### src/rvCtrlPkg.sv
`default_nettype none

package rvCtrlPkg;

	// operation class from decode into the ALU decoder
	typedef enum logic [1:0] {
		ALU_OP_ADD,   // plain addition (lui path)
		ALU_OP_REG,   // register-register ops
		ALU_OP_IMM,   // register-immediate ops
		ALU_OP_UNSET
	} aluOp_t;

	typedef logic [3:0] aluCtrl_t;

	// ALU control codes
	localparam aluCtrl_t ALU_ADD = 4'd0;
	localparam aluCtrl_t ALU_SUB = 4'd1;
	localparam aluCtrl_t ALU_AND = 4'd2;
	localparam aluCtrl_t ALU_OR = 4'd3;
	localparam aluCtrl_t ALU_XOR = 4'd4;
	localparam aluCtrl_t ALU_SLT = 4'd5;
	localparam aluCtrl_t ALU_SLTU = 4'd6;
	localparam aluCtrl_t ALU_SLL = 4'd7;
	localparam aluCtrl_t ALU_SRL = 4'd8;
	localparam aluCtrl_t ALU_SRA = 4'd9;

	// req/ack sequencer
	typedef enum logic [1:0] {
		S_IDLE, // waiting for req
		S_EXEC, // decode, execute, write back
		S_ACK   // ack high until req drops
	} execState_t;

endpackage

`default_nettype wire

### src/rvIsaPkg.sv
`default_nettype none

package rvIsaPkg;

	// base integer ISA sizes
	localparam int XLEN = 32;
	localparam int NUM_REGS = 32;
	localparam int REG_ADDR_W = $clog2(NUM_REGS);
	localparam int SHAMT_W = $clog2(XLEN); // shift amount comes from the low bits of srcB

	typedef logic [XLEN-1:0] word_t;        // instructions, operands and results
	typedef logic [REG_ADDR_W-1:0] regAddr_t;
	typedef logic [6:0] opcode_t;
	typedef logic [2:0] funct3_t;
	typedef logic [6:0] funct7_t;
	typedef logic [XLEN-1:0] imm_t;         // immediate after extension

	// opcodes the unit executes
	localparam opcode_t OP_RTYPE = 7'b0110011;
	localparam opcode_t OP_ITYPE_ALU = 7'b0010011;
	localparam opcode_t OP_LUI = 7'b0110111;

	// known opcodes with no support here (no data memory, no pc)
	localparam opcode_t OP_LOAD = 7'b0000011;
	localparam opcode_t OP_STORE = 7'b0100011;
	localparam opcode_t OP_BRANCH = 7'b1100011;
	localparam opcode_t OP_JAL = 7'b1101111;
	localparam opcode_t OP_AUIPC = 7'b0010111;

	// funct3 values of the two shift-immediate forms
	localparam funct3_t F3_SLL = 3'b001;
	localparam funct3_t F3_SRL_SRA = 3'b101;

endpackage

`default_nettype wire
### src/alu.sv
`timescale 1ns/1ps
`default_nettype none

module alu (
	input rvIsaPkg::word_t srcA,
	input rvIsaPkg::word_t srcB,
	input rvCtrlPkg::aluCtrl_t aluControl,
	output rvIsaPkg::word_t aluResult
);

	import rvIsaPkg::*;
	import rvCtrlPkg::*;

	logic [SHAMT_W-1:0] shamt;
	logic ltSigned, ltUnsigned;

	assign shamt = srcB[SHAMT_W-1:0];
	assign ltSigned = $signed(srcA) < $signed(srcB);
	assign ltUnsigned = srcA < srcB;

	always_comb begin
		case (aluControl)
			ALU_ADD: aluResult = srcA + srcB;
			ALU_SUB: aluResult = srcA - srcB;
			ALU_AND: aluResult = srcA & srcB;
			ALU_OR: aluResult = srcA | srcB;
			ALU_XOR: aluResult = srcA ^ srcB;
			ALU_SLT: aluResult = {{(XLEN-1){1'b0}}, ltSigned};
			ALU_SLTU: aluResult = {{(XLEN-1){1'b0}}, ltUnsigned};
			ALU_SLL: aluResult = srcA << shamt;
			ALU_SRL: aluResult = srcA >> shamt;
			ALU_SRA: aluResult = $signed(srcA) >>> shamt; // keeps the sign bit
			default: aluResult = '0;
		endcase
	end

endmodule

`default_nettype wire

### src/aluDecoder.sv
`timescale 1ns/1ps
`default_nettype none

module aluDecoder (
	input rvCtrlPkg::aluOp_t aluOp,
	input rvIsaPkg::funct3_t funct3,
	input logic funct7b5,
	output rvCtrlPkg::aluCtrl_t aluControl
);

	import rvCtrlPkg::*;

	logic subSel; // funct7 bit 5 picks sub, only in register form

	assign subSel = (aluOp == ALU_OP_REG) && funct7b5;

	always_comb begin
		aluControl = ALU_ADD;
		case (aluOp)
			ALU_OP_ADD: aluControl = ALU_ADD;
			ALU_OP_REG, ALU_OP_IMM: begin
				case (funct3)
					3'b000: aluControl = subSel ? ALU_SUB : ALU_ADD;
					3'b001: aluControl = ALU_SLL;
					3'b010: aluControl = ALU_SLT;
					3'b011: aluControl = ALU_SLTU;
					3'b100: aluControl = ALU_XOR;
					// both forms use bit 5 here for sra vs srl
					3'b101: aluControl = funct7b5 ? ALU_SRA : ALU_SRL;
					3'b110: aluControl = ALU_OR;
					3'b111: aluControl = ALU_AND;
					default: aluControl = ALU_ADD;
				endcase
			end
			default: aluControl = ALU_ADD; // unset class, result is discarded anyway
		endcase
	end

endmodule

`default_nettype wire

### src/instrDecode.sv
`timescale 1ns/1ps
`default_nettype none

module instrDecode (
	input logic clk,
	input logic arstN,
	input rvIsaPkg::word_t instr,
	input logic regWrite,
	input rvIsaPkg::word_t resultData,
	output rvIsaPkg::word_t srcA,
	output rvIsaPkg::word_t srcB,
	output rvCtrlPkg::aluCtrl_t aluControl,
	output logic illegal
);

	import rvIsaPkg::*;
	import rvCtrlPkg::*;

	opcode_t opcode;
	regAddr_t rd, rs1, rs2;
	funct3_t funct3;
	funct7_t funct7;
	imm_t immExt;
	aluOp_t aluOp;
	word_t readData1, readData2;
	logic wrEn;

	assign opcode = instr[6:0];

	// fields a format lacks stay zero
	always_comb begin
		rd = '0;
		rs1 = '0;
		rs2 = '0;
		funct3 = '0;
		funct7 = '0;
		case (opcode)
			OP_RTYPE: begin
				rd = instr[11:7];
				rs1 = instr[19:15];
				rs2 = instr[24:20];
				funct3 = instr[14:12];
				funct7 = instr[31:25];
			end
			OP_ITYPE_ALU: begin
				rd = instr[11:7];
				rs1 = instr[19:15];
				funct3 = instr[14:12];
				// only the shift forms carry a funct7 in imm[11:5]
				if (instr[14:12] == F3_SLL || instr[14:12] == F3_SRL_SRA)
					funct7 = instr[31:25];
			end
			OP_LUI: rd = instr[11:7];
			OP_LOAD: begin
				rd = instr[11:7];
				rs1 = instr[19:15];
				funct3 = instr[14:12];
			end
			OP_STORE, OP_BRANCH: begin
				rs1 = instr[19:15];
				rs2 = instr[24:20];
				funct3 = instr[14:12];
			end
			OP_JAL, OP_AUIPC: rd = instr[11:7];
			default: ;
		endcase
	end

	// immediate extension
	always_comb begin
		case (opcode)
			OP_ITYPE_ALU: immExt = {{20{instr[31]}}, instr[31:20]};
			OP_LUI: immExt = {instr[31:12], 12'b0};
			default: immExt = '0;
		endcase
	end

	// operation class for the ALU decoder
	always_comb begin
		case (opcode)
			OP_RTYPE: aluOp = ALU_OP_REG;
			OP_ITYPE_ALU: aluOp = ALU_OP_IMM;
			OP_LUI: aluOp = ALU_OP_ADD; // 0 + upper immediate
			default: aluOp = ALU_OP_UNSET;
		endcase
	end

	always_comb begin
		case (opcode)
			OP_RTYPE, OP_ITYPE_ALU, OP_LUI: illegal = 1'b0;
			OP_LOAD, OP_STORE, OP_BRANCH, OP_JAL, OP_AUIPC: illegal = 1'b1; // valid rv32i, not here
			default: illegal = 1'b1; // fence, system, unknown
		endcase
	end

	assign wrEn = regWrite & ~illegal; // illegal words never touch a register

	assign srcA = (opcode == OP_LUI) ? '0 : readData1;
	assign srcB = (opcode == OP_RTYPE) ? readData2 : immExt;

	aluDecoder aluDecoder_i (
		.aluOp(aluOp),
		.funct3(funct3),
		.funct7b5(funct7[5]),
		.aluControl(aluControl)
	);

	registerFile registerFile_i (
		.clk(clk),
		.arstN(arstN),
		.addr1(rs1),
		.addr2(rs2),
		.addr3(rd),
		.regWrite(wrEn),
		.dataIn(resultData),
		.readData1(readData1),
		.readData2(readData2)
	);

endmodule

`default_nettype wire

### src/registerFile.sv
`timescale 1ns/1ps
`default_nettype none

module registerFile (
	input logic clk,
	input logic arstN,
	input rvIsaPkg::regAddr_t addr1,
	input rvIsaPkg::regAddr_t addr2,
	input rvIsaPkg::regAddr_t addr3,
	input logic regWrite,
	input rvIsaPkg::word_t dataIn,
	output rvIsaPkg::word_t readData1,
	output rvIsaPkg::word_t readData2
);

	import rvIsaPkg::*;

	word_t regs [1:NUM_REGS-1]; // x0 has no storage

	always_ff @(posedge clk or negedge arstN) begin
		if (!arstN) begin
			for (int i = 1; i < NUM_REGS; i++)
				regs[i] <= '0;
		end else if (regWrite && addr3 != '0) begin
			regs[addr3] <= dataIn;
		end
	end

	// x0 reads as zero
	assign readData1 = (addr1 == '0) ? '0 : regs[addr1];
	assign readData2 = (addr2 == '0) ? '0 : regs[addr2];

endmodule

`default_nettype wire

### src/rvExecUnit.sv
`timescale 1ns/1ps
`default_nettype none

module rvExecUnit (
	input logic clk,
	input logic arstN,
	input logic req,
	input rvIsaPkg::word_t instr,
	output logic ack,
	output rvIsaPkg::word_t result,
	output logic illegal
);

	import rvIsaPkg::*;
	import rvCtrlPkg::*;

	execState_t state;
	word_t instrReg;
	word_t srcA, srcB, aluResult;
	aluCtrl_t aluControl;
	logic decIllegal;
	logic regWrite;

	assign regWrite = (state == S_EXEC); // one write strobe per instruction

	// instruction is captured once when a request is accepted
	always_ff @(posedge clk) begin
		if (state == S_IDLE && req)
			instrReg <= instr;
	end

	// req/ack sequencer
	always_ff @(posedge clk or negedge arstN) begin
		if (!arstN) begin
			state <= S_IDLE;
			ack <= 1'b0;
			result <= '0;
			illegal <= 1'b0;
		end else begin
			case (state)
				S_IDLE: if (req) state <= S_EXEC;
				S_EXEC: begin
					result <= aluResult;
					illegal <= decIllegal;
					ack <= 1'b1;
					state <= S_ACK;
				end
				S_ACK: begin
					if (!req) begin // host has seen the result
						ack <= 1'b0;
						state <= S_IDLE;
					end
				end
				default: state <= S_IDLE;
			endcase
		end
	end

	instrDecode instrDecode_i (
		.clk(clk),
		.arstN(arstN),
		.instr(instrReg),
		.regWrite(regWrite),
		.resultData(aluResult),
		.srcA(srcA),
		.srcB(srcB),
		.aluControl(aluControl),
		.illegal(decIllegal)
	);

	alu alu_i (
		.srcA(srcA),
		.srcB(srcB),
		.aluControl(aluControl),
		.aluResult(aluResult)
	);

endmodule

`default_nettype wire

### config.mk
export PLATFORM = sky130hd
export DESIGN_NAME = rvExecUnit
export DESIGN_NICKNAME = d
export VERILOG_FILES = /design/src/rvCtrlPkg.sv /design/src/rvIsaPkg.sv /design/src/alu.sv /design/src/aluDecoder.sv /design/src/instrDecode.sv /design/src/registerFile.sv /design/src/rvExecUnit.sv
export SDC_FILE = /design/constraint.sdc
export NUM_CORES = 2
export LEC_CHECK = 0
export BUFFER_PORTS_ARGS = -buffer_cell sky130_fd_sc_hd__buf_2
export CAP_MARGIN = 25
export CORE_ASPECT_RATIO = 1.2
export CORE_MARGIN = 3
export CORE_UTILIZATION = 45
export CTS_CLUSTER_SIZE = 25
export DETAILED_ROUTE_END_ITERATION = 10
export MAX_ROUTING_LAYER = met4
export SLEW_MARGIN = 40
export SYNTH_ARGS = -nofsm -noshare
export SYNTH_HDL_FRONTEND = slang
export SYNTH_HIERARCHICAL = 1
export SYNTH_SLANG_ARGS = --single-unit
### constraint.sdc
create_clock -name clk -period 12 [get_ports clk]
set_input_delay 1.8 -clock clk [delete_from_list [all_inputs] [get_ports clk]]
set_output_delay 1.8 -clock clk [all_outputs]
set_load 0.005 [all_outputs]
## Word level (Yosys, flattened, before mapping)

Cells that the tools add are included.

| storage, ports and cells | value |
|---|---|
| flip-flop bits (word level) | 1060 |
| latch bits | 0 |
| bits in writable memories | 0 |
| ROM bits | 0 |
| word-level logic and storage cells | 137 |
| memories kept | 0 |

| operators by class | value |
|---|---|
| add/subtract/negate cells | 2 |
| $mul | 0 |
| div/mod/pow operators | 0 |
| magnitude comparators | 6 |
| equality and inequality tests | 32 |
| shift-type cells | 3 |
| multiplexer cells | 32 |
| bitwise gates (word level) | 7 |
| reduce and logical (&&, ||, !) cells | 19 |

Operators by type and width:

| operator | number |
|---|---|
| 992-bit bitwise mux | 1 |
| 32-bit binary-select mux with 5-bit select | 2 |
| 32-bit case mux with 10 select lines | 1 |
| 32-bit two-way mux | 9 |
| 32-bit demux with 5-bit select | 1 |
| 32-bit < comparator | 2 |
| 32-bit case mux with 2 select lines | 1 |
| 32-bit adder | 1 |
| 32-bit bitwise AND | 1 |
| 32-bit bitwise OR | 1 |
| 4-bit case mux with 8 select lines | 1 |
| 32-bit by 5-bit left shift with 32-bit output | 1 |
| 32-bit by 5-bit >> shifter with 32-bit output | 1 |
| 32-bit by 5-bit >>> shifter with 32-bit output | 1 |
| 32-bit subtractor | 1 |
| 32-bit bitwise XOR | 1 |
| 7-bit by 6-bit == test with 1-bit output (second input constant) | 3 |
| 6-bit greater-or-equal comparator (second input constant) | 3 |
| 5-bit NOT with 6-bit output | 3 |
| 4-bit by 3-bit == test with 1-bit output (second input constant) | 4 |
| 3-bit == test (second input constant) | 5 |
| 5-bit two-way mux | 3 |
| 7-bit by 5-bit == test with 1-bit output (second input constant) | 2 |
| 7-bit == test (second input constant) | 2 |
| other kinds (32) | 50 |

## Longest topological paths before layout

| depth | value |
|---|---|
| depth in word-level cells | 12 |
| gate-level depth with buffers | 33 |
| depth with buffers taken out | 23 |

## Modules after synthesis

Netlist, hierarchy kept.

By module, submodules not included:

| module | times used | cells an instance | area each (um^2) | seq. area each (um^2) |
|---|---|---|---|---|
| registerFile | 1 | 4066 | 53316.1 | 24823.8 |
| alu | 1 | 1243 | 8211.6 | 0.0 |
| rvExecUnit | 1 | 114 | 2459.9 | 1861.8 |
| instrDecode | 1 | 135 | 935.9 | 0.0 |
| aluDecoder | 1 | 12 | 82.6 | 0.0 |

## Worst setup path after synthesis

OpenSTA, ideal clock, no wires.

| path | value |
|---|---|
| kind | reg2reg |
| start | register instrReg[2] |
| end | register instrDecode_i/registerFile_i/regs[345] in the netlist's numbering |
| setup time | 0.128 ns |
| arrival time | 6.619 ns |
| required time | 11.872 ns |
| path slack | 5.253 ns |
| cell stages (with the launch flop) | 30 |
| path through | edfxtp_1 > nor4bb_1 > and3_1 > and2_1 > buf_4 > buf_6 > buf_2 > mux4_2 > a211oi_1 > nor4_1 > mux2i_1 > nor2_1 > clkbuf_1 > inv_1 > buf_2 > buf_1 > clkbuf_1 > ha_1 > buf_2 > or3_1 > o211ai_2 > a221oi_2 > o41ai_1 > a221oi_2 > o21ai_1 > a21oi_2 > xnor2_1 > a221o_1 > clkbuf_1 > mux2_1 |

| between the ends | value |
|---|---|
| cells in the longest elaborated chain, start to end | 12 |

RTL lines:

| item | RTL line | source |
|---|---|---|
| start: declaration | rvExecUnit.sv:18 | `word_t instrReg;` |
| start signal: assignment | rvExecUnit.sv:29 | `instrReg <= instr;` |
| 7-bit by 6-bit == test with 1-bit output or 7-bit == test (tied branches) | instrDecode.sv:37 | `case (opcode)` |
| 3-bit OR reduction (no line) (*) | - |  |
| 5-bit two-way mux (*) | instrDecode.sv:37 |  |
| via instrDecode_i.rs2[1] | instrDecode.sv:20 | `regAddr_t rd, rs1, rs2;` |
| 5-bit NOT with 6-bit output (implied by the code) | registerFile.sv:31 | `assign readData2 = (addr2 == '0) ? '0 : regs[addr2];` |
| 32-bit binary-select mux with 5-bit select | registerFile.sv:31 |  |
| 32-bit two-way mux (implied by the code) (2 in a row) | registerFile.sv:31 |  |
| 32-bit two-way mux (*) | registerFile.sv:31 |  |
| via instrDecode_i.readData2[3] | instrDecode.sv:25 | `word_t readData1, readData2;` |
| 32-bit two-way mux (*) | instrDecode.sv:99 | `assign srcB = (opcode == OP_RTYPE) ? readData2 : immExt;` |
| via srcB[3] | rvExecUnit.sv:19 | `word_t srcA, srcB, aluResult;` |
| 32-bit subtractor (tied with other cells) | alu.sv:24 | `ALU_SUB: aluResult = srcA - srcB;` |
| 32-bit case mux with 10 select lines (*) | alu.sv:22 | `case (aluControl)` |
| via aluResult[25] | rvExecUnit.sv:19 |  |
| 992-bit bitwise mux (*) | registerFile.sv:25 | `regs[addr3] <= dataIn;` |
| end signal: indexed assignment | registerFile.sv:25 |  |
| end: declaration | registerFile.sv:18 | `word_t regs [1:NUM_REGS-1];` |

Mark *: on every way through the listed nets, which the timed path passes. The rest lies on a longest branch. The select of a mux whose other input is x is not followed.
A chain may end at the register's enable or synchronous reset.

## Worst setup path after layout

| path | value |
|---|---|
| start | register instrReg[2] |
| end | register instrDecode_i/registerFile_i/regs[63] in the netlist's numbering |

| between the ends | value |
|---|---|
| cells in the longest elaborated chain, start to end | 12 |

RTL lines:

| item | RTL line | source |
|---|---|---|
| 7-bit by 2-bit == test with 1-bit output (tied with other cells) | instrDecode.sv:37 |  |
| 5-bit OR reduction (no line) (*) | - |  |
| 5-bit two-way mux (*) | instrDecode.sv:37 |  |
| via instrDecode_i.rs1[1] | instrDecode.sv:20 |  |
| 5-bit NOT with 6-bit output (implied by the code) | registerFile.sv:30 | `assign readData1 = (addr1 == '0) ? '0 : regs[addr1];` |
| 32-bit binary-select mux with 5-bit select | registerFile.sv:30 |  |
| 32-bit two-way mux (implied by the code) (2 in a row) | registerFile.sv:30 |  |
| 32-bit two-way mux (*) | registerFile.sv:30 |  |
| via instrDecode_i.readData1[2] | instrDecode.sv:25 |  |
| 32-bit two-way mux (*) | instrDecode.sv:98 | `assign srcA = (opcode == OP_LUI) ? '0 : readData1;` |
| via srcA[2] | rvExecUnit.sv:19 |  |
| 32-bit subtractor (tied with other cells) | alu.sv:24 |  |
| 32-bit case mux with 10 select lines (*) | alu.sv:22 |  |
| via aluResult[31] | rvExecUnit.sv:19 |  |
| 992-bit bitwise mux (*) | registerFile.sv:25 |  |

Marks and branches as above.

==> results.json <==
{
  "gp_congestion": 1.02,
  "criticalPathCategory": "reg2reg",
  "yosysWarnings": 6,
  "vias_per_cell": 6.68,
  "ir_drop_mv": 0.119,
  "syn_area_per_cell_um2": 11.7,
  "fin_ws_ns": 2.71,
  "hpwl_um": 160000,
  "die_x_um": 353,
  "synth.distinct_cells": 95,
  "grt_pass1_wl_um": 353000,
  "cts_root_buf": "clkbuf_16",
  "drv_cap": 0,
  "port_buffers": 68,
  "placedCellCount": 7194,
  "synthesis.nets": 5705,
  "postCtsSetupRepairBufs": 0,
  "hp-class": "reg2reg",
  "clkTransAtPathRegs_ns": 0.06,
  "fp.coreArea_um2": 143000,
  "hold_buffers": 0,
  "ys_seq_elements": 1060,
  "reg2reg_depth": 23,
  "gr-usage-all-layers": 0.332,
  "start_kind": "flop",
  "row_count": 152,
  "synth_cells": 5570,
  "final_cell_mix": "1,051 x mux2_2, 1,028 x dfrtp_1, 665 x mux2i_1",
  "vias": 49527,
  "antenna_left": 0,
  "cts_buffers": 114,
  "drive_gt1_frac": 0.328,
  "cp.arrival_ns": 9.92,
  "grt_setup_unrepaired": "false",
  "drc": 0,
  "whs_path_depth": 1,
  "clk_latency_ns": 0.79,
  "p_per_area_nw_per_um2": 121,
  "cts_tree": "yes",
  "clock_sinks": 1060,
  "final_common_cell": "mux2_2",
  "totalWireLength_um": 246000,
  "cts-resized-gates": 0,
  "cts_buffer_depth": 3,
  "start_util": 0.454,
  "hold_viol": 0,
  "crit_path_max_fanout": 39,
  "skew_ns": 0.0517,
  "synth.cell_area_um2": 65000,
  "ioPinCount": 69,
  "slew_viol_final": 0,
  "antenna_found_initial": 12,
  "grt_overflow": 0,
  "period_needed_ns": 9.29,
  "finalSetupTns_ns": 0,
  "die_y_um": 422,
  "ys_async_sr_fraction": 0.970,
  "timing.final.crit_share": 0.774,
  "wl_per_cell_um": 33.2,
  "timing.slew.headroom": 0.367,
  "finish.utilization": 0.499,
  "required_ns": 12.63,
  "grt_max_degree": 143,
  "fin_nets": 5525,
  "drt_iter0_drc": 5303,
  "outcome": "finished, final reports clean",
  "setup_viol": 0,
  "worst_pin_slew_ns": 0.941,
  "h-tree-depth": 3,
  "yosysSeqAreaShare": 0.411,
  "instances_no_fill": 7409,
  "first_pass_iters": 8,
  "fillCellCount": 12626,
  "ys.flop_type": "dfrtp_1",
  "synth_edf_count": 32,
  "pre_cts_ws_ns": 3.01,
  "first_global_vias": 48755,
  "p_leak_nw": 30.4,
  "timing.fmax_mhz": 108,
  "die_area_um2": 149000,
  "worst_setup_path_end_kind": "flop",
  "syn2layout_area_growth_pct": 9.92
}
## routing by layer
metal	wire, um	share of wire	global-route usage	up-vias
met3	19300	0.078	0.0538	649
met5	0	0	-	-
met4	15100	0.061	0.179	0
li1	-	-	-	20686
met2	113000	0.46	0.507	2357
met1	99000	0.40	0.425	25835
## cell usage after synthesis (28+ instances only)
cell	number	area, um^2
mux2_2	1051	11800
dfrtp_1	1028	25700
mux2i_1	665	6660
o22ai_1	301	1880
clkbuf_1	253	950
buf_2	207	1040
nor2_1	195	732
a21oi_1	160	801
nor3_1	155	776
mux4_2	154	3470
o21ai_0	125	626
nand2_1	111	417
ha_1	98	1230
inv_1	91	342
nor2b_1	90	563
a211oi_1	86	646
mux2_1	79	890
a22oi_1	72	541
a221o_1	56	561
a221oi_1	48	420
or3_1	46	288
buf_1	42	158
nor4_1	40	250
edfxtp_1	32	961
nand2b_1	29	181
mux2_4	28	420
## state kept, by name (all words and copies together) (netlist names)
signal	flops
ack	1
illegal	1
instrDecode_i/registerFile_i/regs	992
instrReg	32
result	32
state	2
## through the flow
step | hold slack (ns) | power, mW | instance area, um^2
6_report | 0.502 | 8.65 | 71500
5_1_grt | 0.522 | 8.93 | 71500
4_1_cts | 0.509 | 8.69 | 71300
3_5_place_dp | 0.492 | 4.95 | 67400
3_3_place_gp | 0.485 | 4.94 | 67100
2_1_floorplan | 0.466 | 4.42 | 65000
## logic make-up after synthesis
| family | after synthesis | synth area share |
|---|---|---|
| buf+inv | 643 | 0.0457 |
| flops | 1060 | 0.411 |
| fa+ha+maj | 100 | 0.0195 |
| mux | 1977 | 0.358 |
| simple gates | 766 | 0.0593 |
| compound gates | 1004 | 0.104 |
| xor+xnor | 20 | 0.00269 |
## worst max-delay path, cell delays in order (launching register included)
cell and delay [ns]:
edfxtp_1 0.47, nor4bb_1 0.44, a21boi_1 0.60, and2_4 0.70
buf_4 0.47, and2b_2 0.51, a221oi_1 0.16, or3_1 0.43
a211oi_1 0.73, nor2b_1 0.76, inv_1 0.10, ha_1 0.43
o211a_1 0.26, a21oi_1 0.31, nor3_1 0.15, nor4_1 0.81
nor2_1 0.18, o21ai_0 0.31, o2111a_1 0.23, a211o_2 0.12
xnor2_1 0.19, o21ai_2 0.08, buf_4 0.25, mux2_2 0.34
## path summary, 6_finish.rpt
kind / start / endpoint / slack (ns)
max: instrReg[2]$_DFFE_PP_ / instrDecode_i/registerFile_i/regs[63]$_DFFE_PN0P_ / 2.71
min: result[2]$_DFFE_PN0N_ / result[2]$_DFFE_PN0N_ / 0.50
max reg2reg: instrReg[2]$_DFFE_PP_ / instrDecode_i/registerFile_i/regs[63]$_DFFE_PN0P_ / 2.71
min reg2reg: result[2]$_DFFE_PN0N_ / result[2]$_DFFE_PN0N_ / 0.50
max in group asynchronous: arstN / instrDecode_i/registerFile_i/regs[66]$_DFFE_PN0P_ / 8.73
min in group asynchronous: arstN / instrDecode_i/registerFile_i/regs[468]$_DFFE_PN0P_ / 0.95
## where the power goes
part	switching [mW]	leakage, nW	internal (mW)
clock network	1.56	1.93	2.18
registers	0.0766	14.7	3.65
logic	0.817	13.9	0.369
total	2.45	30.4	6.20
## final cells by class
class | instances | area [um^2] | area share
inverter | 95 | 357 | 0.00499
timing repair buffer | 252 | 2070 | 0.0289
clock inverter | 35 | 561 | 0.00784
sequential | 1060 | 26700 | 0.373
tap | 1925 | 2410 | 0.0337
clock buffer | 171 | 3370 | 0.0472
antenna | 4 | 10.0 | 0.000140
multi-input combinational | 3867 | 36000 | 0.504
Power figures use the tool's default switching activity.
